==> src/hdl/nn_classifier_defines.svh <==
`ifndef NN_CLASSIFIER_DEFINES_SVH
`define NN_CLASSIFIER_DEFINES_SVH

// Lane and row geometry
`define NN_LANES       4       // Class lanes per row
`define NN_WORD_W      16      // Q8.8 lane word
`define NN_ROW_W       64      // One memory row
`define NN_BYTES       8       // Byte enables per row

// Operand memory map
`define NN_ADDR_W      4
`define NN_FEATURES    9       // Feature rows 0..8
`define NN_BIAS_ROW    9       // Biases follow the weights

// Arithmetic
`define NN_FRAC_BITS   8
`define NN_ACC_W       40      // Headroom for nine 32-bit products
`define NN_RES_ADDR_W  2

`endif

==> src/hdl/nn_classifier_pkg.sv <==
`default_nettype none

`include "nn_classifier_defines.svh"

package nn_classifier_pkg;

    typedef logic signed [`NN_WORD_W-1:0] lane_word_t;   // Signed Q8.8

    // Lane 0 in the top bits, same order as class_e
    typedef struct packed {
        lane_word_t dos;
        lane_word_t portscan;
        lane_word_t ddos;
        lane_word_t patator;
    } row_t;

    typedef struct packed {
        logic                   en;
        logic [`NN_BYTES-1:0]   byte_we;
        logic [`NN_ADDR_W-1:0]  addr;
        row_t                   data;
    } mem_wr_t;

    typedef struct packed {
        logic                   en;
        logic [`NN_ADDR_W-1:0]  addr;
    } mem_rd_t;

    typedef struct packed {
        logic acc_clear;   // Zero all accumulators
        logic acc_en;      // Add one product per lane
        logic bias_en;     // Add bias and produce scores
    } mac_ctrl_t;

    // Lane index, doubles as result address
    typedef enum logic [`NN_RES_ADDR_W-1:0] {DOS, PORTSCAN, DDOS, PATATOR} class_e;

    typedef enum logic [2:0] {IDLE, FETCH, BIAS, SCORE, STORE} seq_state_e;

endpackage

`default_nettype wire

==> src/hdl/result_buffer.sv <==
`default_nettype none

`include "nn_classifier_defines.svh"

module result_buffer (
    input  wire                          clk,
    input  wire                          rst_n,
    input  wire                          wr_en,
    input  wire nn_classifier_pkg::row_t wr_scores,
    input  wire                          rd_en,
    input  wire nn_classifier_pkg::class_e rd_addr,
    output nn_classifier_pkg::lane_word_t rd_data
);
    import nn_classifier_pkg::*;

    lane_word_t entry [`NN_LANES];   // One score per class

    always_ff @(posedge clk or negedge rst_n) begin
        if (!rst_n)
        begin
            for (int i = 0; i < `NN_LANES; i++)
                entry[i] <= '0;
            rd_data <= '0;
        end
        else
        begin
            // All four lanes in one write
            if (wr_en)
            begin
                entry[DOS]      <= wr_scores.dos;
                entry[PORTSCAN] <= wr_scores.portscan;
                entry[DDOS]     <= wr_scores.ddos;
                entry[PATATOR]  <= wr_scores.patator;
            end
            if (rd_en)
                rd_data <= entry[rd_addr];   // Valid next cycle
        end
    end

endmodule

`default_nettype wire

==> config.mk <==
export PLATFORM = sky130hd
export DESIGN_NAME = result_buffer
export DESIGN_NICKNAME = d
export VERILOG_FILES = /design/src/hdl/nn_classifier_pkg.sv /design/src/hdl/result_buffer.sv
export VERILOG_INCLUDE_DIRS = /design/src /design/src/hdl
export SDC_FILE = /design/constraint.sdc
export NUM_CORES = 1
export LEC_CHECK = 0
export ABC_CLOCK_PERIOD_IN_PS = 800
export BUFFER_PORTS_ARGS = -buffer_cell sky130_fd_sc_hd__buf_2
export CAP_MARGIN = 40
export CORE_ASPECT_RATIO = 1.75
export CORE_MARGIN = 5
export CORE_UTILIZATION = 27
export CTS_BUF_LIST = sky130_fd_sc_hd__clkbuf_8
export DETAILED_ROUTE_END_ITERATION = 16
export GPL_ROUTABILITY_DRIVEN = 0
export SLEW_MARGIN = 20
export SYNTH_ARGS = -nofsm -noshare
export SYNTH_HDL_FRONTEND = slang
export SYNTH_SLANG_ARGS = --single-unit
==> constraint.sdc <==
create_clock -name clk -period 0.8 [get_ports clk]
set_clock_uncertainty 0.05 [all_clocks]
set_input_delay 0.04 -clock clk [delete_from_list [all_inputs] [get_ports clk]]
set_output_delay 0.04 -clock clk [all_outputs]
set_load 0.005 [all_outputs]
=== After elaboration in Yosys (flattened, before gate mapping) ===
Index checks and enable logic that the tools add are counted.

* Register bits: 80
* Bits of input ports: 70
* Output and inout port bits: 16
* Logic and storage cells: 10

* Order comparisons: 1
* Multiplexer cells: 3
* Bitwise gates (word level): 1

{| class="wikitable"
|+ Operators by type and width
! kind !! count
|-
| 16-bit binary-select mux with 2-bit select || 1
|-
| 16-bit 2-to-1 mux || 2
|-
| 3-bit >= comparator, second input constant || 1
|-
| 2-bit NOT with 3-bit output || 1
|}

=== Logic depth before layout (Yosys ltp) ===
* Depth in word-level cells: 4
* Gate-level depth with buffers: 4
* Depth with buffers taken out: 2

=== Worst setup path before layout ===
OpenSTA, ideal clock, no wires.

* Path type: input port to flip-flop
* From: in rd_addr[0]
* To: reg rd_data[10]
* Library setup time: 0.132 ns
* Arrival: 0.626 ns
* Setup slack: -0.008 ns
* Stages on the path: 4
* Buffers on the path: 2
* Cell sequence: buf_6 -> buf_6 -> mux2i_1 -> o221ai_2

* Longest elaborated chain between the ends: 4

{| class="wikitable"
|+ RTL lines
! what !! RTL line !! RTL
|-
| start, declared || result_buffer.sv:11 || <nowiki>input wire nn_classifier_pkg::class_e rd_addr,</nowiki>
|-
| 2-bit NOT with 3-bit output (not written as such) || result_buffer.sv:36 || <nowiki>rd_data <= entry[rd_addr];</nowiki>
|-
| 16-bit binary-select mux with 2-bit select || result_buffer.sv:36 ||
|-
| 16-bit 2-to-1 mux (not written as such) (2 in a row) || result_buffer.sv:36 ||
|-
| end signal, assigned || result_buffer.sv:36 ||
|-
| end, declared || result_buffer.sv:12 || <nowiki>output nn_classifier_pkg::lane_word_t rd_data</nowiki>
|}

No other way between the ends. The select of a mux whose other input is x is not followed.
A chain may end at the register's enable or synchronous reset.

=== Final worst setup path ===
* From: reg rd_data[7]
* To: out rd_data[7]

No word-level cell between the ends.

==> out/qor.yml <==
status: "finished, violations left"
violations: "hold timing, setup timing"
track_usage_pct: 11.51
relSlewSlack_pct: 80.65
synth_simple_gate_area_share_pct: 3.379
area_delta_synth_final_pct: 45.41
synth_adder_area_share_pct: 0
ios: 86
vdd_drop_max_mv: 0.9132
avgViaCountPerCell: 4.221
clk_latency_ns: 0.34
core_um2: 13840
rsz0062_at_grt: "yes"
synth.distinct_cells: 13
drive_above_1_share_pct: 53.45
clockRootBuffer: "clkbuf_8"
hold_slack_ns: -0.01270
die_y_um: 166.5
worstHoldPathType: "primary input to flip-flop"
synth.area.top_cells: "dfrtp_1 (53%), mux2_4 (24%), mux2i_1 (8.5%), o221ai_2 (4.0%), buf_6 (3.3%)"
clk_path_buf_depth: 2
yosysTopAreaCellShare_pct: 53.00
finalWorstSetupSlack_ns: -0.1953
setup_viol: 96
synth_top_cells_by_count: "dfrtp_1 (80), mux2_4 (60), mux2i_1 (32)"
crit_family: "flip-flops"
synth_xor_area_share_pct: 0
yosysSeqAreaShare_pct: 53.00
grt_pass1_vias: 2811
hp-start: "wr_en"
crit_chain: "buf_2"
muxShareOfSynthArea_pct: 33.52
synth_top_cell_by_area: "dfrtp_1"
worstPathMaxFanout: 2
drtAntennaViolNets: 0
tightestPinTransition_ns: 0.2902
die_w_um: 99.41
crit_type: "flip-flop to primary output"
powerDensity_nw_per_um2: 1747
yosysWarnings: 0
synth_top_family_by_area: "multiplexers"
antenna_found_initial: 0
hold_end: "entry[63]"
worst_r2r_startpoint: "entry[21]"
n_antenna_cell: 0
synthesis.nets: 295
cp-start-kind: "flip-flop"
die_area_um2: 16550
hold_viol_final: 1
max_freq_mhz: 1005
avgSynthCellArea_um2: 16.79
synth_edf_count: 0
grt_pass1_wl_mm: 14.81
post-route-period-util_pct: 124.4
mappedNetlistArea_um2: 3777
critPathCaptureType: "primary output"
clock_sinks: 80
num_rows: 57
synth_compound_area_share_pct: 5.366
drc: 0
grt_max_degree: 30
total_power_mw: 9.598
num-fill-cells: 1308
num-nets-final: 472
numCtsBuffers: 9
crit_path_max_incr_delay_ns: 0.42
cp.buffers_inverters: 1
wl_per_cell_um: 15.98
period_needed_ns: 0.9953
dpl.hpwl_mm: 6.646
synth_ff_type: "dfrtp_1"
slowest_stage: "dfrtp_1"
timing.rr.end: "rd_data[5]"
io_buffers: 85
floorplan.initialDensity_pct: 27.30
synth-async-reset-ratio_pct: 100.0
yosys.cell_count.top_type: "dfrtp_1"
vias: 2461
slew_violations: 0
drt_iter0_markers: 56
hold_depth: 2
ff2ff_path_depth: 2
required_ns: 0.71
cts_tree: "yes"
r2r_slack_ns: -0.12
tns_ns: -4.650
cap_violations: 0
cts.clk_slew.worst_paths_ns: 0.08
firstDrtPassIters: 4
synth-seq-cells: 80
globalRouteOverflowTotal: 0
synthCells: 225
ctsHoldBuffers: 65
leakage_nw: 2.644
routed_wl_mm: 9.319
cp.arrival_ns: 0.91
htreeDepth: 3
cells in the final DEF, fill, tap and decap left out:
master          n
dfrtp_1        80
buf_2          80
dlygate4sd3_1  65
mux2_4         64
mux2i_1        28
buf_4          22
o221ai_2       12
nand2b_1       11
clkbuf_8       11
buf_12          9
nand2b_2        5
buf_6           5
mux2i_2         4
o221ai_1        4
clkinv_2        2
nand2_2         1
nand2b_4        1
clkinvlp_4      1
inv_1           1
worst max path at each step:
stage,start,to,slack [ns],depth (start not counted)
finish,rd_data[7],rd_data[7],-0.20,1
global route,rd_data[1],rd_data[1],-0.24,1
CTS,rd_data[1],rd_data[1],-0.22,1
detailed placement,rd_addr[0],rd_data[5],-0.28,4
global placement,rd_addr[0],rd_data[5],-0.22,4
floorplan,wr_en,entry[0],-0.007,3
state kept, by name, indices dropped and copies added (netlist names):
name     flops
rd_data     16
entry       64
timing repair:
item	in CTS	in global routing
setup endpoints to repair	96	96
pin swaps	9	4
buffers inserted	10	3
gates resized for setup	11	6
endpoints found under the hold margin	144	1
cell families after synthesis:
group                  count (synthesis)
muxes                                 96
and+or+nand+nor                       18
DFF                                   80
buffers and inverters                 15
AOI/OAI and AO/OA                     16
layout make-up:
class	instances	area, um^2	share of cell area, %
repair buffers	181	1453	26.45
multi-input cells	130	1644	29.93
clock inverters	4	21.27	0.3872
flip-flops and latches	80	2002	36.45
well taps	177	221.5	4.032
clock buffers	11	151.4	2.756
layer usage:
| layer | vias to the layer above | global-route usage, % | wire length [um] |
|---|---|---|---|
| li1 | 1171 | - | - |
| met1 | 1232 | 13.50 | 3839 |
| met2 | 46 | 20.23 | 4987 |
| met3 | 12 | 2.177 | 284 |
| met4 | 0 | 4.816 | 208 |
| met5 | - | 0 | 0 |
metrics by stage:
stage	instances	cell area, um^2	hold WS (ns)	util (%)	setup WS, ns
after global routing	583	5493	-0.03151	39.70	-0.2362
after CTS	581	5455	-0.02441	39.43	-0.2244
final	583	5493	-0.01270	39.70	-0.1953
after global placement	491	4506	-0.1057	32.56	-0.2237
after floorplan	225	3781	-0.3056	-	-0.006813
after detailed placement	491	4506	-0.1041	32.56	-0.2800
power breakdown:
group          internal, mW  leakage (nW)  switching (mW)
combinational          1.40          1.61           0.760
sequential             4.49         0.945           0.295
clock                  1.26        0.0924            1.39
total                  7.15          2.64            2.45
(Power assumes the default switching activity.)
