--- src/hdl/nn_classifier_defines.svh ---
`ifndef NN_CLASSIFIER_DEFINES_SVH
`define NN_CLASSIFIER_DEFINES_SVH

// Lane and row geometry
`define NN_LANES       4       // Class lanes per row
`define NN_WORD_W      16      // Q8.8 lane word
`define NN_ROW_W       64      // One memory row
`define NN_BYTES       8       // Byte enables per row

// Operand memory map
`define NN_ADDR_W      4
`define NN_FEATURES    9       // Feature rows 0..8
`define NN_BIAS_ROW    9       // Biases follow the weights

// Arithmetic
`define NN_FRAC_BITS   8
`define NN_ACC_W       40      // Headroom for nine 32-bit products
`define NN_RES_ADDR_W  2

`endif

--- src/hdl/nn_classifier_pkg.sv ---
`default_nettype none

`include "nn_classifier_defines.svh"

package nn_classifier_pkg;

    typedef logic signed [`NN_WORD_W-1:0] lane_word_t;   // Signed Q8.8

    // Lane 0 in the top bits, same order as class_e
    typedef struct packed {
        lane_word_t dos;
        lane_word_t portscan;
        lane_word_t ddos;
        lane_word_t patator;
    } row_t;

    typedef struct packed {
        logic                   en;
        logic [`NN_BYTES-1:0]   byte_we;
        logic [`NN_ADDR_W-1:0]  addr;
        row_t                   data;
    } mem_wr_t;

    typedef struct packed {
        logic                   en;
        logic [`NN_ADDR_W-1:0]  addr;
    } mem_rd_t;

    typedef struct packed {
        logic acc_clear;   // Zero all accumulators
        logic acc_en;      // Add one product per lane
        logic bias_en;     // Add bias and produce scores
    } mac_ctrl_t;

    // Lane index, doubles as result address
    typedef enum logic [`NN_RES_ADDR_W-1:0] {DOS, PORTSCAN, DDOS, PATATOR} class_e;

    typedef enum logic [2:0] {IDLE, FETCH, BIAS, SCORE, STORE} seq_state_e;

endpackage

`default_nettype wire

--- src/hdl/neuron_mac_array.sv ---
`default_nettype none

`include "nn_classifier_defines.svh"

module neuron_mac_array (
    input  wire                          clk,
    input  wire                          rst_n,
    input  wire nn_classifier_pkg::row_t sample_row,
    input  wire nn_classifier_pkg::row_t weight_row,
    input  wire nn_classifier_pkg::mac_ctrl_t mac_ctrl,
    output nn_classifier_pkg::row_t      scores,
    output logic                         scores_valid
);
    import nn_classifier_pkg::*;

    localparam logic signed [`NN_ACC_W-1:0] SAT_MAX = 2**(`NN_WORD_W-1) - 1;

    logic [`NN_ROW_W-1:0]         x_bits;
    logic [`NN_ROW_W-1:0]         w_bits;
    logic [`NN_ROW_W-1:0]         act_bits;   // Packed next scores
    lane_word_t                   x_lane  [`NN_LANES];
    lane_word_t                   w_lane  [`NN_LANES];   // Weight, or bias on the last row
    logic signed [`NN_ACC_W-1:0]  prod    [`NN_LANES];
    logic signed [`NN_ACC_W-1:0]  acc     [`NN_LANES];
    logic signed [`NN_ACC_W-1:0]  biased  [`NN_LANES];
    logic signed [`NN_ACC_W-1:0]  shifted [`NN_LANES];

    assign x_bits = sample_row;
    assign w_bits = weight_row;

    always_comb
    begin
        for (int i = 0; i < `NN_LANES; i++)
        begin
            // Lane 0 sits in the top word
            x_lane[i] = x_bits[`NN_ROW_W-1-i*`NN_WORD_W -: `NN_WORD_W];
            w_lane[i] = w_bits[`NN_ROW_W-1-i*`NN_WORD_W -: `NN_WORD_W];
            prod[i]   = x_lane[i] * w_lane[i];   // Q16.16, full width
            // Bias up to Q16.16 before adding
            biased[i]  = acc[i] + (`NN_ACC_W'(w_lane[i]) <<< `NN_FRAC_BITS);
            shifted[i] = biased[i] >>> `NN_FRAC_BITS;   // Back to Q8.8
            // ReLU also covers the low saturation bound
            if (shifted[i] < 0)
                act_bits[`NN_ROW_W-1-i*`NN_WORD_W -: `NN_WORD_W] = '0;
            else if (shifted[i] > SAT_MAX)
                act_bits[`NN_ROW_W-1-i*`NN_WORD_W -: `NN_WORD_W] = SAT_MAX[`NN_WORD_W-1:0];
            else
                act_bits[`NN_ROW_W-1-i*`NN_WORD_W -: `NN_WORD_W] = shifted[i][`NN_WORD_W-1:0];
        end
    end

    always_ff @(posedge clk or negedge rst_n) begin
        if (!rst_n)
        begin
            for (int i = 0; i < `NN_LANES; i++)
                acc[i] <= '0;
        end
        else if (mac_ctrl.acc_clear)
        begin
            for (int i = 0; i < `NN_LANES; i++)
                acc[i] <= '0;
        end
        else if (mac_ctrl.acc_en)
        begin
            for (int i = 0; i < `NN_LANES; i++)
                acc[i] <= acc[i] + prod[i];
        end
    end

    // Scores one cycle after bias_en
    always_ff @(posedge clk or negedge rst_n) begin
        if (!rst_n)
            scores_valid <= 1'b0;
        else
            scores_valid <= mac_ctrl.bias_en;
    end

    always_ff @(posedge clk)
    begin
        if (mac_ctrl.bias_en)
            scores <= act_bits;
    end

endmodule

`default_nettype wire

--- config.mk ---
export PLATFORM = sky130hd
export DESIGN_NAME = neuron_mac_array
export DESIGN_NICKNAME = d
export VERILOG_FILES = /design/src/hdl/nn_classifier_pkg.sv /design/src/hdl/neuron_mac_array.sv
export VERILOG_INCLUDE_DIRS = /design/src /design/src/hdl
export SDC_FILE = /design/constraint.sdc
export NUM_CORES = 2
export LEC_CHECK = 0
export BUFFER_PORTS_ARGS = -buffer_cell sky130_fd_sc_hd__buf_2
export CAP_MARGIN = 5
export CORE_ASPECT_RATIO = 0.8
export CORE_MARGIN = 3
export CORE_UTILIZATION = 35
export DETAILED_ROUTE_END_ITERATION = 10
export PLACE_DENSITY = 0.51
export SYNTH_ARGS = -nofsm -noshare
export SYNTH_HDL_FRONTEND = slang
export SYNTH_SLANG_ARGS = --single-unit
--- constraint.sdc ---
create_clock -name clk -period 7.45 [get_ports clk]
set_input_delay 1.1175 -clock clk [delete_from_list [all_inputs] [get_ports clk]]
set_output_delay 1.1175 -clock clk [all_outputs]
set_load 0.01 [all_outputs]
# Word level (Yosys, flattened, before mapping)
# Index checks and enable logic that the tools add are counted.
# classes
muxes	6
n_mul	4
n_addsub	8
n_reduce_logical	5
n_lt_le_gt_ge	8
# op_table
op	n
two-way mux 160 bit	2
adder 40 x 24 -> 40 bit	4
adder 40 x 32 -> 40 bit	4
> comparator 32 x 16 -> 1 bit, second input constant	4
< comparator 32 x 1 -> 1 bit, second input constant	4
multiplier 16 x 16 -> 32 bit	4
two-way mux 15 bit	4
OR reduction 2 bit	4
nonzero test 2 bit	1
# word_totals
output_inout_bits	65
elab_cells	44
register_bits	225

# Depth between registers and ports, before layout
# logic_depth
word_depth	4
mapped_depth	25
mapped_depth_nobuf	24

# Worst setup path before layout
# Ideal clock, no wire load.
# synth_timing
path_type	input port to flip-flop
startpoint	in sample_row[47] in the netlist's numbering
endpoint	reg acc[118] in the netlist's numbering
stages	25
t_required_ns	7.317
slack_ns	-0.076
setup_ns	0.133
t_arrival_ns	7.392
cell_sequence	clkbuf_1 nand2_1 inv_1 fa_1 fa_1 inv_1 fa_1 inv_1 fa_1 fa_1 inv_1 fa_1 inv_1 ha_1 clkbuf_1 a21oi_1 o21ai_0 a211oi_1 nand4_1 a2111oi_0 nor3b_1 a311o_1 a31oi_1 xor2_1 o21ai_0
# synth_via
elab_chain_cells	4
# synth_rtl
element	line	text
start: declaration	neuron_mac_array.sv:8	input wire nn_classifier_pkg::row_t sample_row,
multiplier 16 x 16 -> 32 bit	neuron_mac_array.sv:38	prod[i] = x_lane[i] * w_lane[i];
adder 40 x 32 -> 40 bit	neuron_mac_array.sv:66	acc[i] <= acc[i] + prod[i];
two-way mux 160 bit	neuron_mac_array.sv:63	else if (mac_ctrl.acc_en)
two-way mux 160 bit	neuron_mac_array.sv:58	else if (mac_ctrl.acc_clear)
end signal: indexed assignment	neuron_mac_array.sv:66	
end: declaration	neuron_mac_array.sv:24	logic signed [`NN_ACC_W-1:0] acc [`NN_LANES];
# No other way between the ends. The select of a mux whose other input is x is not followed.
# A chain may end at the register's enable or synchronous reset.

# Worst setup path in the final report
# layout_timing
startpoint	in weight_row[50] in the netlist's numbering
endpoint	reg acc[158] in the netlist's numbering
# layout_via
elab_chain_cells	4
# layout_rtl
element	line	text
start: declaration	neuron_mac_array.sv:9	input wire nn_classifier_pkg::row_t weight_row,
multiplier 16 x 16 -> 32 bit	neuron_mac_array.sv:38	
adder 40 x 32 -> 40 bit	neuron_mac_array.sv:66	
two-way mux 160 bit	neuron_mac_array.sv:63	
two-way mux 160 bit	neuron_mac_array.sv:58	
# No other way between the ends. The select of a mux whose other input is x is not followed.

==> key figures <==
Synth
  • Area contributors post-synth: fa_1 41%, ha_1 11%, inv_1 9.8%, dfrtp_1 6.2%, and2_1 4.5%
  • Post-synth top area share: slightly above 40%
  • Synthesized cell area: 64900 um^2
  • Post-synth cell types: 84
  • FF+latch count, synth: 225
  • Cell taking the most area after synthesis: fa_1
  • Yosys Warn Count: 0
  • Post-synth ARST share: 71.6%
  • Post-synth EDFFs: 64
  • Synth Area per Inst: 9.11 um^2
  • Top_reg_cell synth: dfrtp_1
  • Gate count of the mapped netlist: between 7000 and 8000
  • Sequential share of the synthesized area: under 10%

Layout
  • Final core occ: 40.0%
  • Net count reported at finish: 9676
  • Number of fill cells in the layout: 18522
  • FF+latch area: 5950 um^2
  • Fraction of layout cells with a size suffix above 1: 10.2%
  • Area of the multi-input gates: roughly 52000 um^2
  • Layout area overhead: 12.9%

Clock tree
  • Clock insertion delay at the later pin of the skew report: approximately 0.57 ns
  • Clock Sinks: 225
  • CTS tree: done
  • Max clock buf depth: 3
  • CTS H-tree depth: 2
  • Clock transition at path regs: 0.06 ns
  • CTS buffer count: 34
  • Post-CTS Setup Inserts: 0
  • CTS root buffer: clkbuf_16

Floorplan
  • FP Rows: 140
  • Initial Util: 35.4%
  • Die area: 191000 um^2
  • # IOs: 198
  • Die Y: 391 um
  • Core area: 183000 um^2
  • Die X: about 490 um

Drt
  • First-pass iteration count of the detailed router: 5
  • Final ANT Viol Nets: 0
  • Total Wirelength: 172000 um
  • Routed WL per cell: ~17 um
  • Total number of vias: just under 50000
  • Post-DR vias/cell: 4.82
  • DRC errors left: 0
  • First DRT Iteration DRCs: 2412

Timing
  • Slew margin rel.: between 20% and 30%
  • Final min period: 7.16 ns
  • Final period utilization: 96.1%
  • Final Hold Viols: 0
  • Max Fclk: 140 MHz
  • Worst-margin pin slew: 1.17 ns
  • Clock skew: between 0.015 and 0.02 ns
  • Endpoints failing setup: 0
  • Worst setup margin: slightly below 0.3 ns
  • Setup TNS: 0 ns
  • Final Max Tran Viols: 0

Global routing
  • Vias in the first global route: 52115
  • Met1 Usage GRT: around 28%
  • Overall Global Routing Usage: 18.6%
  • Largest net degree at the start of global routing: 96
  • Antenna violations before repair: 7
  • Met2 usage: 29.5%
  • Grt peak-use layer: met2
  • Gr ovfl total: 0
  • Grt met3 use: 2.11%
  • First-pass GRT wire length: approximately 290000 um

Critical path
  • Worst EP required: between 7 and 8 ns
  • Crit Path Class: in -> reg
  • Worst-path fanout max: 9
  • CP Launch Type: input port
  • FF-to-FF setup slack: 1.40 ns
  • Worst Path Arrival: 7.58 ns
  • Setup crit end kind: flip-flop

Placed design
  • Post-placement worst setup slack: -0.343 ns
  • GPL Wtd Cong: 0.871
  • IO buf count: 197
  • Dpl hpwl: 151000 um

Hold path
  • HP Class: reg -> reg

Outcome
  • Status: complete, no violations

Job
  • Max-Cap Viols: 0
==> through the flow <==
step,hold slack [ns],instances,cell area [um^2]
3_3_place_gp,0.511,10013,72100
4_1_cts,0.536,10074,73300
6_report,0.528,10075,73300
2_1_floorplan,0.471,7134,65000
3_5_place_dp,0.520,10013,72100
5_1_grt,0.569,10074,73300
==> placed cells by master, fill, tap and decap left out, types with 68 or more instances in the layout <==
cell type	instances
inv_1	1690
fa_1	1323
nand2_1	704
ha_1	584
buf_4	475
and2_1	463
nor2_1	307
a21oi_1	243
buf_2	193
o21ai_0	182
dfrtp_1	161
xnor2_1	158
a21o_1	133
mux2i_1	100
xor2_1	74
a211oi_1	68
==> logic make-up (layout without fill, tap and decap cells) <==
| family | Yosys count | in the layout | synth area share (%) |
|---|---|---|---|
| AOI/OAI and AO/OA | 972 | 972 | 9.78 |
| xor gates and xnor gates | 232 | 232 | 3.13 |
| adders and majority gates | 1908 | 1908 | 52.1 |
| buffers and inverters | 1921 | 2447 | 11.1 |
| DFF | 225 | 225 | 9.16 |
| muxes | 104 | 104 | 1.61 |
| other | 1 | 5 | 0.00577 |
| and+or+nand+nor | 1768 | 1768 | 13.1 |
==> final timing paths <==
| path | endpoint | from | cells past startpoint |
|---|---|---|---|
| worst max register to register | acc[38]$_DFFE_PN0P_ | acc[15]$_DFFE_PN0P_ | 21 |
| max in group asynchronous | acc[52]$_DFFE_PN0P_ | rst_n | 2 |
| min in group asynchronous | acc[7]$_DFFE_PN0P_ | rst_n | 1 |
| worst max-delay path | acc[158]$_DFFE_PN0P_ | weight_row[50] | 25 |
| worst min-delay path | acc[117]$_DFFE_PN0P_ | acc[117]$_DFFE_PN0P_ | 2 |
| worst min register to register | acc[117]$_DFFE_PN0P_ | acc[117]$_DFFE_PN0P_ | 2 |
==> cells in the mapped netlist (all sizes together) (9+ instances only) <==
cell type and instances:
inv 1691, fa 1324, nand2 704, ha 584, and2 464, nor2 308
a21oi 244, clkbuf 213, o21ai 183, dfrtp 161, xnor2 158, a21o 133
mux2i 100, xor2 74, a211oi 68, edfxtp 64, o21a 60, a31oi 57
nand3 55, nor3 50, o21bai 45, nand4 37, o211ai 30, and3 27
nand2b 21, nor2b 17, o31ai 17, buf 16, or3 16, and4 15
nor3b 15, a2111oi 13, nor4 12, or2 12, a221oi 10, o31a 10
a21boi 9
==> registers in the layout, summed over array words and instances (netlist names) <==
register      flops
acc             160
scores_valid      1
scores           64
==> timing repair <==
action                                  CTS  global route
hold buffers                              0             0
gates resized for setup                   0             6
endpoints found under the setup margin    0             5
==> per-layer routing <==
metal | share of wire (%) | vias to the layer above
li1 | - | 23073
met1 | 50 | 24610
met3 | 4.0 | 91
met5 | 0.016 | -
met4 | 0.94 | 4
met2 | 45 | 782
==> cell type report <==
class / instances / share of cell area (%)
multi-input combinational: 4988 / 70.7
inverter: 1692 / 8.66
sequential: 225 / 8.12
clock inverter: 15 / 0.218
timing repair buffer: 694 / 6.87
tap: 2414 / 4.12
clock buffer: 46 / 1.32
antenna: 1 / 0.00341
==> worst max-delay path: stages <==
cell      delay [ns]
buf_2           0.27
buf_4           0.18
nand2_1         0.07
fa_1            0.51
fa_1            0.46
fa_1            0.52
fa_1            0.55
inv_1           0.05
fa_1            0.47
inv_1           0.05
fa_1            0.48
inv_1           0.04
ha_1            0.35
nand2_1         0.06
o21ai_0         0.37
a41oi_1         0.29
and2_1          0.28
o31a_1          0.35
nor2_1          0.19
a211oi_1        0.10
buf_4           0.15
o31ai_1         0.30
buf_4           0.17
xnor2_1         0.10
o21ai_0         0.08
Power is left out: the tool's default activity adds up to more than one toggle a clock period on the data nets, which glitch-free logic cannot reach.
