[src/hdl/nn_classifier_defines.svh]
`ifndef NN_CLASSIFIER_DEFINES_SVH
`define NN_CLASSIFIER_DEFINES_SVH

// Lane and row geometry
`define NN_LANES       4       // Class lanes per row
`define NN_WORD_W      16      // Q8.8 lane word
`define NN_ROW_W       64      // One memory row
`define NN_BYTES       8       // Byte enables per row

// Operand memory map
`define NN_ADDR_W      4
`define NN_FEATURES    9       // Feature rows 0..8
`define NN_BIAS_ROW    9       // Biases follow the weights

// Arithmetic
`define NN_FRAC_BITS   8
`define NN_ACC_W       40      // Headroom for nine 32-bit products
`define NN_RES_ADDR_W  2

`endif

[src/hdl/nn_classifier_pkg.sv]
`default_nettype none

`include "nn_classifier_defines.svh"

package nn_classifier_pkg;

    typedef logic signed [`NN_WORD_W-1:0] lane_word_t;   // Signed Q8.8

    // Lane 0 in the top bits, same order as class_e
    typedef struct packed {
        lane_word_t dos;
        lane_word_t portscan;
        lane_word_t ddos;
        lane_word_t patator;
    } row_t;

    typedef struct packed {
        logic                   en;
        logic [`NN_BYTES-1:0]   byte_we;
        logic [`NN_ADDR_W-1:0]  addr;
        row_t                   data;
    } mem_wr_t;

    typedef struct packed {
        logic                   en;
        logic [`NN_ADDR_W-1:0]  addr;
    } mem_rd_t;

    typedef struct packed {
        logic acc_clear;   // Zero all accumulators
        logic acc_en;      // Add one product per lane
        logic bias_en;     // Add bias and produce scores
    } mac_ctrl_t;

    // Lane index, doubles as result address
    typedef enum logic [`NN_RES_ADDR_W-1:0] {DOS, PORTSCAN, DDOS, PATATOR} class_e;

    typedef enum logic [2:0] {IDLE, FETCH, BIAS, SCORE, STORE} seq_state_e;

endpackage

`default_nettype wire

[src/hdl/operand_bram.sv]
`default_nettype none

`include "nn_classifier_defines.svh"

module operand_bram #(
    parameter int DEPTH = `NN_BIAS_ROW + 1
) (
    input  wire                        clk,
    input  wire                        rst_n,
    input  wire nn_classifier_pkg::mem_wr_t wr,
    input  wire nn_classifier_pkg::mem_rd_t rd,
    output nn_classifier_pkg::row_t    rd_data
);
    import nn_classifier_pkg::*;

    logic [`NN_ROW_W-1:0] mem [DEPTH];
    logic [`NN_ROW_W-1:0] wr_bits;

    assign wr_bits = wr.data;   // Flat view for byte lanes

    always_ff @(posedge clk or negedge rst_n) begin
        if (!rst_n)
        begin
            for (int r = 0; r < DEPTH; r++)
                mem[r] <= '0;
        end
        else if (wr.en && (wr.addr < DEPTH))
        begin
            for (int b = 0; b < `NN_BYTES; b++)
                if (wr.byte_we[b])
                    mem[wr.addr][8*b +: 8] <= wr_bits[8*b +: 8];
        end
    end

    // Read port, old data on a same-address write
    // Out-of-range reads hold the last row (bias fetch on the sample side)
    always_ff @(posedge clk)
    begin
        if (rd.en && (rd.addr < DEPTH))
            rd_data <= mem[rd.addr];
    end

    // Host must stay inside the memory
    a_wr_in_range: assert property (@(posedge clk) disable iff (!rst_n)
        wr.en |-> (wr.addr < DEPTH));

endmodule

`default_nettype wire

[config.mk]
export PLATFORM = sky130hd
export DESIGN_NAME = operand_bram
export DESIGN_NICKNAME = d
export VERILOG_FILES = /design/src/hdl/nn_classifier_pkg.sv /design/src/hdl/operand_bram.sv
export VERILOG_INCLUDE_DIRS = /design/src /design/src/hdl
export SDC_FILE = /design/constraint.sdc
export NUM_CORES = 1
export LEC_CHECK = 0
export BUFFER_PORTS_ARGS = -buffer_cell sky130_fd_sc_hd__buf_2
export CAP_MARGIN = 20
export CORE_MARGIN = 4
export CORE_UTILIZATION = 40
export CTS_CLUSTER_SIZE = 10
export DETAILED_ROUTE_END_ITERATION = 16
export PLACE_DENSITY = 0.61
export SYNTH_ARGS = -nofsm -noshare
export SYNTH_HDL_FRONTEND = slang
export SYNTH_SLANG_ARGS = --single-unit
[constraint.sdc]
create_clock -name clk -period 1.3 [get_ports clk]
set_input_delay 0.39 -clock clk [delete_from_list [all_inputs] [get_ports clk]]
set_output_delay 0.39 -clock clk [all_outputs]
set_load 0.01 [all_outputs]
* Yosys cells after proc, flatten, opt, wreduce, memory -nomap -nowiden *
Cells that the tools add are included.

word-level totals
  register bits = 704
  latch bits = 0
  bits in writable memories = 0
  ROM bits = 0
  bits of input ports = 84
  output and inout bits = 64
  word-level logic and storage cells = 66
  memories kept = 0

operators by class
  add/sub/neg operators = 0
  multipliers = 0
  divide/modulo/power cells = 0
  magnitude comparators = 5
  equal/unequal tests = 0
  shifts and indexed selects = 0
  multiplexer cells = 42
  bitwise gates (word level) = 2
  reduce and logical (&&, ||, !) cells = 3

operators by type and width
  kind                                                        number
  two-way mux 640 bit                                         15
  bitwise mux 640 bit                                         8
  demux 64 bit (select 4 bit)                                 8
  binary-select mux 64 bit (select 4 bit)                     1
  two-way mux 64 bit                                          3
  two-way mux 56 bit                                          1
  two-way mux 48 bit                                          1
  two-way mux 40 bit                                          1
  two-way mux 32 bit                                          1
  two-way mux 24 bit                                          1
  two-way mux 16 bit                                          1
  greater-or-equal comparator 5 bit, second input constant    2
  inverter 4 -> 5 bit                                         2
  less-than comparator 4 bit, second input constant           2
  two-way mux 8 bit                                           1
  less-than comparator 5 x 1 -> 1 bit, second input constant  1
  logical AND 1 bit                                           3

* Depth between registers and ports, before layout *
Gate-level depths: netlist of run 1.

  word-level depth = 28
  mapped depth = 8
  gate-level depth less buffers = 4

* Least setup slack after synthesis of run 1 *
OpenSTA, ideal clock, no wires.

  path kind = in2reg
  from = input rd[2] in the netlist's numbering
  to = register rd_data[0] in the netlist's numbering (enable)
  setup time = 0.585 ns
  arrival time = 5.889 ns
  data required time = 0.715 ns
  path slack = -5.174 ns
  stages on the path = 5
  path buffers = 3
  path through = clkbuf_1 or2_2 clkbuf_1 buf_1 a21boi_0

between the ends
  longest elaborated chain between the ends = 2

RTL lines
  what                        RTL line            text
  from (decl)                 operand_bram.sv:11  input wire nn_classifier_pkg::mem_rd_t rd,
  less-than comparator 4 bit  operand_bram.sv:39  if (rd.en && (rd.addr < DEPTH))
  logical AND 1 bit           operand_bram.sv:39
  to (signal assigned)        operand_bram.sv:40  rd_data <= mem[rd.addr];
  to (decl)                   operand_bram.sv:12  output nn_classifier_pkg::row_t rd_data

Every way passes these cells.
A chain may end at the register's enable or synchronous reset.

* Worst setup path in the final report of run 1 *
  from = register rd_data[30] in the netlist's numbering
  to = output rd_data[30] in the netlist's numbering

No word-level cell between the ends.

==> flow_summary_export.csv, run 1 <==
group,metric,value,unit
status,status,"finished, violations left",
status,violations,"negative setup slack",
synth,syn_area,0.03115,mm^2
clocking,clock_sinks,704,
worst_setup_path,path_cells,"buf_2",
grt,antenna_found_initial,17,
place,place.gp.congestion,0.7899,
route,drtIter0Drc,1116,
power_and_ir_drop,p_per_area,1509,mW/mm^2
synth,yosysSeqAreaShare,0.5758,
grt,track_usage,0.2008,
synth,async_flop_share,0.9091,
route,vias,19180,
grt,grt_pass1_vias,20920,
route,totalWireLength,82.71,mm
clocking,cts_tree,"done",
route,first_pass_iters,5,
place,portBuffers,147,
synth,syn_area_per_cell,14.48,um^2
route,via_per_inst,5.390,
power_and_ir_drop,ir_worst_vdd,893.3,uV
synth,yosysWarnings,0,
timing,skew,0.02028,ns
power_and_ir_drop,power_leakage,18.20,nW
layout,layout_common_cells,"640 x dfrtp_1, 444 x mux2_2, 238 x mux2i_1, 235 x mux2_4, 149 x o22ai_1",
floorplan,die_area,0.08241,mm^2
grt,grt_pass1_wl,127.9,mm
floorplan,die_h,287.1,um
timing,worst_pin_slew,0.4084,ns
timing,hold_viol,0,
layout,drive_gt1_frac,0.5131,
synth,synth_seq_cells,704,
clocking,cts_made_buffers,83,
place,dp_hpwl,56.72,mm
timing,fmax,595.1,MHz
worst_setup_path,crit_fanout,1,
worst_setup_path,crit_required,0.91,ns
synth,synth_edf_count,64,
clocking,clk_path_buf_depth,3,
clocking,cts_root_buffer,"clkbuf_16",
timing,fin_crit_sh,1.293,
worst_setup_path,path_buf_inv,1,
route,wl_per_cell,23.25,um
job,cap_viol_max_count,0,
floorplan,die_x,287.1,um
layout,areaGrowthSynthToFinish,27.25,%
worst_setup_path,end_kind,"primary output",
layout,layout_commonest_cell,"dfrtp_1",
floorplan,core_area,0.07734,mm^2
timing,setup_tns,-16.10,ns
worst_setup_path,setup.worst_path.class,"reg -> out",
worst_setup_path,worstSetupStartpointType,"flip-flop",
grt,overflow,0,
worst_setup_path,cpPeakStageDelay,0.47,ns
synth,syn_nets,2235,
timing,rsz0062_at_grt,"yes",
synth,syn_inst,2151,
route,antenna_left,0,
synth,synth_ff_type,"dfrtp_1",
floorplan,initial_core_util,0.4028,
clocking,worstSkewPairLatency,0.64,ns
timing,finalCriticalPeriod,1.681,ns
min_path,hp-class,"in -> reg",
layout,final_net_count,2545,
clocking,clkTransAtPathRegs,0.06,ns
route,drc,0,
worst_setup_path,cp_slowest_cell,"edfxtp_1",
timing,setup_violations,84,
timing,fin_ws,-0.3805,ns
worst_setup_path,crit_arrival,1.29,ns
floorplan,io_pins,148,
timing,slew-limit-headroom,0.7277,
timing,drv_slew,0,
clocking,htree_levels,3,
layout,final_core_util,0.5126,
synth,synth_cell_types,30,
grt,grt_max_degree,35,
floorplan,fp-row-count,102,
worst_setup_path,cp_top_family,"flip-flops",
## cell usage after synthesis (2+ instances only)
cell type | number | area share
nor3_2 | 2 | 0.00064
o22ai_1 | 152 | 0.031
mux2_1 | 16 | 0.0058
nand2_1 | 21 | 0.0025
nor2_1 | 68 | 0.0082
nand2b_1 | 4 | 0.00080
nor3_4 | 2 | 0.0010
edfxtp_1 | 64 | 0.062
buf_2 | 27 | 0.0043
nand3_1 | 23 | 0.0037
o32ai_1 | 20 | 0.0056
buf_1 | 65 | 0.0078
nand2_2 | 21 | 0.0042
dfrtp_1 | 640 | 0.51
nor2b_1 | 2 | 0.00040
mux2_2 | 664 | 0.24
nor2_2 | 26 | 0.0052
mux2i_1 | 240 | 0.077
clkbuf_1 | 50 | 0.0060
mux4_2 | 20 | 0.014
buf_4 | 15 | 0.0036
## state kept, by name, summed over array words and instances, names as in the netlist
name,count
mem,640
rd_data,64
## final cells by class
type                    count  area (um^2)
diodes                      8        20.02
clock buffers             124         2281
clock inverters            10        128.9
fillers                  6558        37700
multi-input cells        1289        14050
flip-flops and latches    704        17940
well taps                1040         1301
repair buffers            383         3926
## cell families after synthesis
logic type,Yosys count,share of synthesized area
compound gates,173,0.03639
mux,940,0.3374
buf+inv,158,0.02197
simple gates,176,0.02848
flops,704,0.5758
## through the flow
step                      setup WS [ns]  power, mW  cells  hold WS [ns]  cell area (um^2)
after floorplan                  -1.281      35.61   2151       0.09441             32800
after global placement          -0.6565      38.25   3411        0.2624             36850
after detailed placement        -0.6828      38.89   3411        0.2617             36850
after CTS                       -0.4150      60.41   3547       0.08716             39410
after global routing            -0.4329      62.76   3553        0.1257             39630
final                           -0.3805      59.84   3558        0.1320             39640
## routing by layer
| metal | GRT usage | vias up | routed length (um) |
|---|---|---|---|
| li1 | - | 8559 | - |
| met1 | 0.2671 | 10110 | 36350 |
| met2 | 0.3379 | 358 | 40690 |
| met3 | 0.03529 | 138 | 3660 |
| met4 | 0.05985 | 10 | 1965 |
| met5 | 0 | - | 49 |
## path summary, 6_finish.rpt
check / from / end / slack (ns) / cells past startpoint
worst max-delay path: rd_data[30]$_DFFE_PP_ / rd_data[30] / -0.38 / 1
worst min-delay path: wr[8] / mem[8]$_DFFE_PN0P_ / 0.13 / 2
worst max register to register: mem[469]$_DFFE_PN0P_ / rd_data[21]$_DFFE_PP_ / -0.10 / 3
worst min register to register: mem[391]$_DFFE_PN0P_ / mem[391]$_DFFE_PN0P_ / 0.50 / 1
max in group asynchronous: rst_n / mem[203]$_DFFE_PN0P_ / 0.38 / 4
min in group asynchronous: rst_n / mem[43]$_DFFE_PN0P_ / 0.22 / 2
## where the power goes
group / internal (mW) / switching (mW) / total (mW) / leakage [nW]
logic: 6.19 / 4.13 / 10.3 / 8.23
registers: 26.4 / 2.10 / 28.5 / 8.81
clock network: 12.1 / 8.95 / 21.1 / 1.16
## timing repair
| item | CTS | global route |
|---|---|---|
| hold buffers | 1 | 0 |
| setup endpoints to repair | 97 | 107 |
| gates cloned | 0 | 1 |
| endpoints found under the hold margin | 171 | 0 |
| pin swaps | 0 | 6 |
| buffers inserted | 1 | 3 |
| gates resized for setup | 35 | 29 |
No activity file was read; power rests on OpenSTA's default activity.
==> inputs of run 2 (changes only) <==
Settings changed: BUFFER_PORTS_ARGS -buffer_cell sky130_fd_sc_hd__buf_2 to unset, CORE_MARGIN 4 to 1, DONT_BUFFER_PORTS set to 1, PLACE_DENSITY 0.61 to 0.59.
==> run 2 against run 1 <==
Effect of this change: cell area down 3.5%; clock power about the same; clock skew grew 0.00070 ns; clock-buffer cell count fell by 2; fmax down 0.85%; sequential power about the same; sequential share of layout area up 1.7 points; die area shrank 4.1%; critical path type is now in -> reg; via count shrank 3.8%; sequential cell count unchanged; critical endpoint is now rd_data[13]$_DFFE_PP_; total power down 2.0%; the flow finishes with violations (negative hold slack, max-slew violations, negative setup slack).
==> flow_summary_export.csv, run 2 (synthesized netlist as in run 1, its figures left out) <==
group,metric,value,unit
floorplan,core_area,0.07645,mm^2
layout,stdcell_count,3366,
layout,largest_registers,"mem x640, rd_data x64",
status,status,"finished, violations left",
place,placed_cell_area,0.03490,mm^2
power_and_ir_drop,p_total,58.63,mW
worst_setup_path,r2r_cells,3,
layout,stdcell_area,0.03824,mm^2
grt,grt_pass1_wl,124.5,mm
grt,antenna_found_initial,5,
place,dp_hpwl,49.38,mm
floorplan,die_x,281.1,um
timing,setup_violations,98,
worst_setup_path,crit_arrival,2.04,ns
timing,setup_tns,-12.23,ns
layout,final_net_count,2374,
timing,drv_slew,295,
min_path,hp-class,"in -> async",
worst_setup_path,setup.worst_path.class,"in -> reg",
clocking,clk_path_buf_depth,3,
worst_setup_path,worstSetupStartpointType,"primary input",
floorplan,fp-row-count,101,
clocking,worstSkewPairLatency,0.63,ns
layout,regArea,0.01794,mm^2
route,via_per_inst,5.484,
status,violations,"negative hold slack, max-slew violations, negative setup slack",
route,antenna_left,0,
route,totalWireLength,80.69,mm
layout,layout_common_cells,"640 x dfrtp_1, 444 x mux2_2, 240 x mux2i_1, 235 x mux2_4, 148 x o22ai_1",
route,drc,0,
floorplan,initial_core_util,0.4075,
timing,slew-limit-headroom,-0.3454,
clocking,clkTransAtPathRegs,0.06,ns
clocking,htree_levels,3,
route,first_pass_iters,4,
floorplan,io_pins,148,
worst_setup_path,end_kind,"flip-flop",
clocking,cts_hold_buf,67,
layout,num-fill-cells,6449,
route,vias,18460,
power_and_ir_drop,p_per_area,1533,mW/mm^2
worst_setup_path,crit_fanout,300,
layout,layout_commonest_cell,"dfrtp_1",
clocking,cts_root_buffer,"clkbuf_16",
timing,worst_pin_slew,2.018,ns
grt,track_usage,0.2087,
timing,skew,0.02098,ns
clocking,clock_sinks,704,
timing,finalCriticalPeriod,1.695,ns
timing,fin_ws,-0.3949,ns
place,dp.cells,3167,
layout,final_core_util,0.5001,
grt,overflow,0,
grt,grt_max_degree,641,
grt,grt_pass1_vias,20030,
floorplan,die_area,0.07900,mm^2
route,drtIter0Drc,986,
layout,drive_gt1_frac,0.4497,
clocking,cts_tree,"done",
route,wl_per_cell,23.97,um
timing,whs,-0.5072,ns
timing,fin_crit_sh,1.304,
layout,multi_input_area,0.01405,mm^2
place,dp_slack,-0.5235,ns
timing,hold_viol,640,
layout,regMostFlops,"mem",
place,place.gp.congestion,0.7576,
power_and_ir_drop,power_leakage,17.18,nW
worst_setup_path,crit_required,1.65,ns
layout,largest_reg_flops,640,
layout,areaGrowthSynthToFinish,22.74,%
place,portBuffers,0,
power_and_ir_drop,ir_worst_vdd,852.8,uV
clocking,cts_made_buffers,83,
job,cap_viol_max_count,0,
timing,rsz0062_at_grt,"yes",
floorplan,die_h,281.1,um
timing,fmax,590.0,MHz
## run 2: area by class of cell
cell class,instances,area share
Antenna cell,1,0.00006544
Clock buffer,122,0.06083
Clock inverter,8,0.001931
Multi-Input combinational cell,1289,0.3674
Sequential cell,704,0.4691
Tap cell,1030,0.03370
Timing Repair Buffer,212,0.06701
## run 2: metal layers
layer | vias up | track usage | part of all wire
met5 | - | 0 | 0.00071
met4 | 8 | 0.07104 | 0.029
met3 | 140 | 0.03733 | 0.041
met2 | 334 | 0.3347 | 0.47
met1 | 9752 | 0.2841 | 0.46
li1 | 8224 | - | -
## run 2: critical path, stage by stage
cell     delay (ns)
mux4_2         0.89
nor2_4         0.13
o32ai_2        0.09
## run 2: repair_timing
action / 4_1_cts / 5_1_grt
pin swaps: 3 / 8
resized for setup: 42 / 12
buffers inserted: 2 / 3
endpoints found under the setup margin: 85 / 98
endpoints found under the hold margin: 1292 / 640
## run 2: report_power, final
group          internal (mW)  switching [mW]  total, mW
Sequential              26.4            2.15       28.5
Combinational           5.86            3.10       8.96
Clock                   12.3            8.88       21.1
Total                   44.5            14.1       58.6
## run 2: final timing paths
kind | slack (ns) | startpoint | endpoint
min | -0.51 | rst_n | mem[95]$_DFFE_PN0P_
min in group clk | 0.02 | rd[3] | rd_data[19]$_DFFE_PP_
min reg2reg | 0.49 | mem[464]$_DFFE_PN0P_ | mem[464]$_DFFE_PN0P_
max reg2reg | -0.08 | mem[506]$_DFFE_PN0P_ | rd_data[58]$_DFFE_PP_
max | -0.39 | rd[0] | rd_data[13]$_DFFE_PP_
max in group asynchronous | 0.23 | rst_n | mem[67]$_DFFE_PN0P_
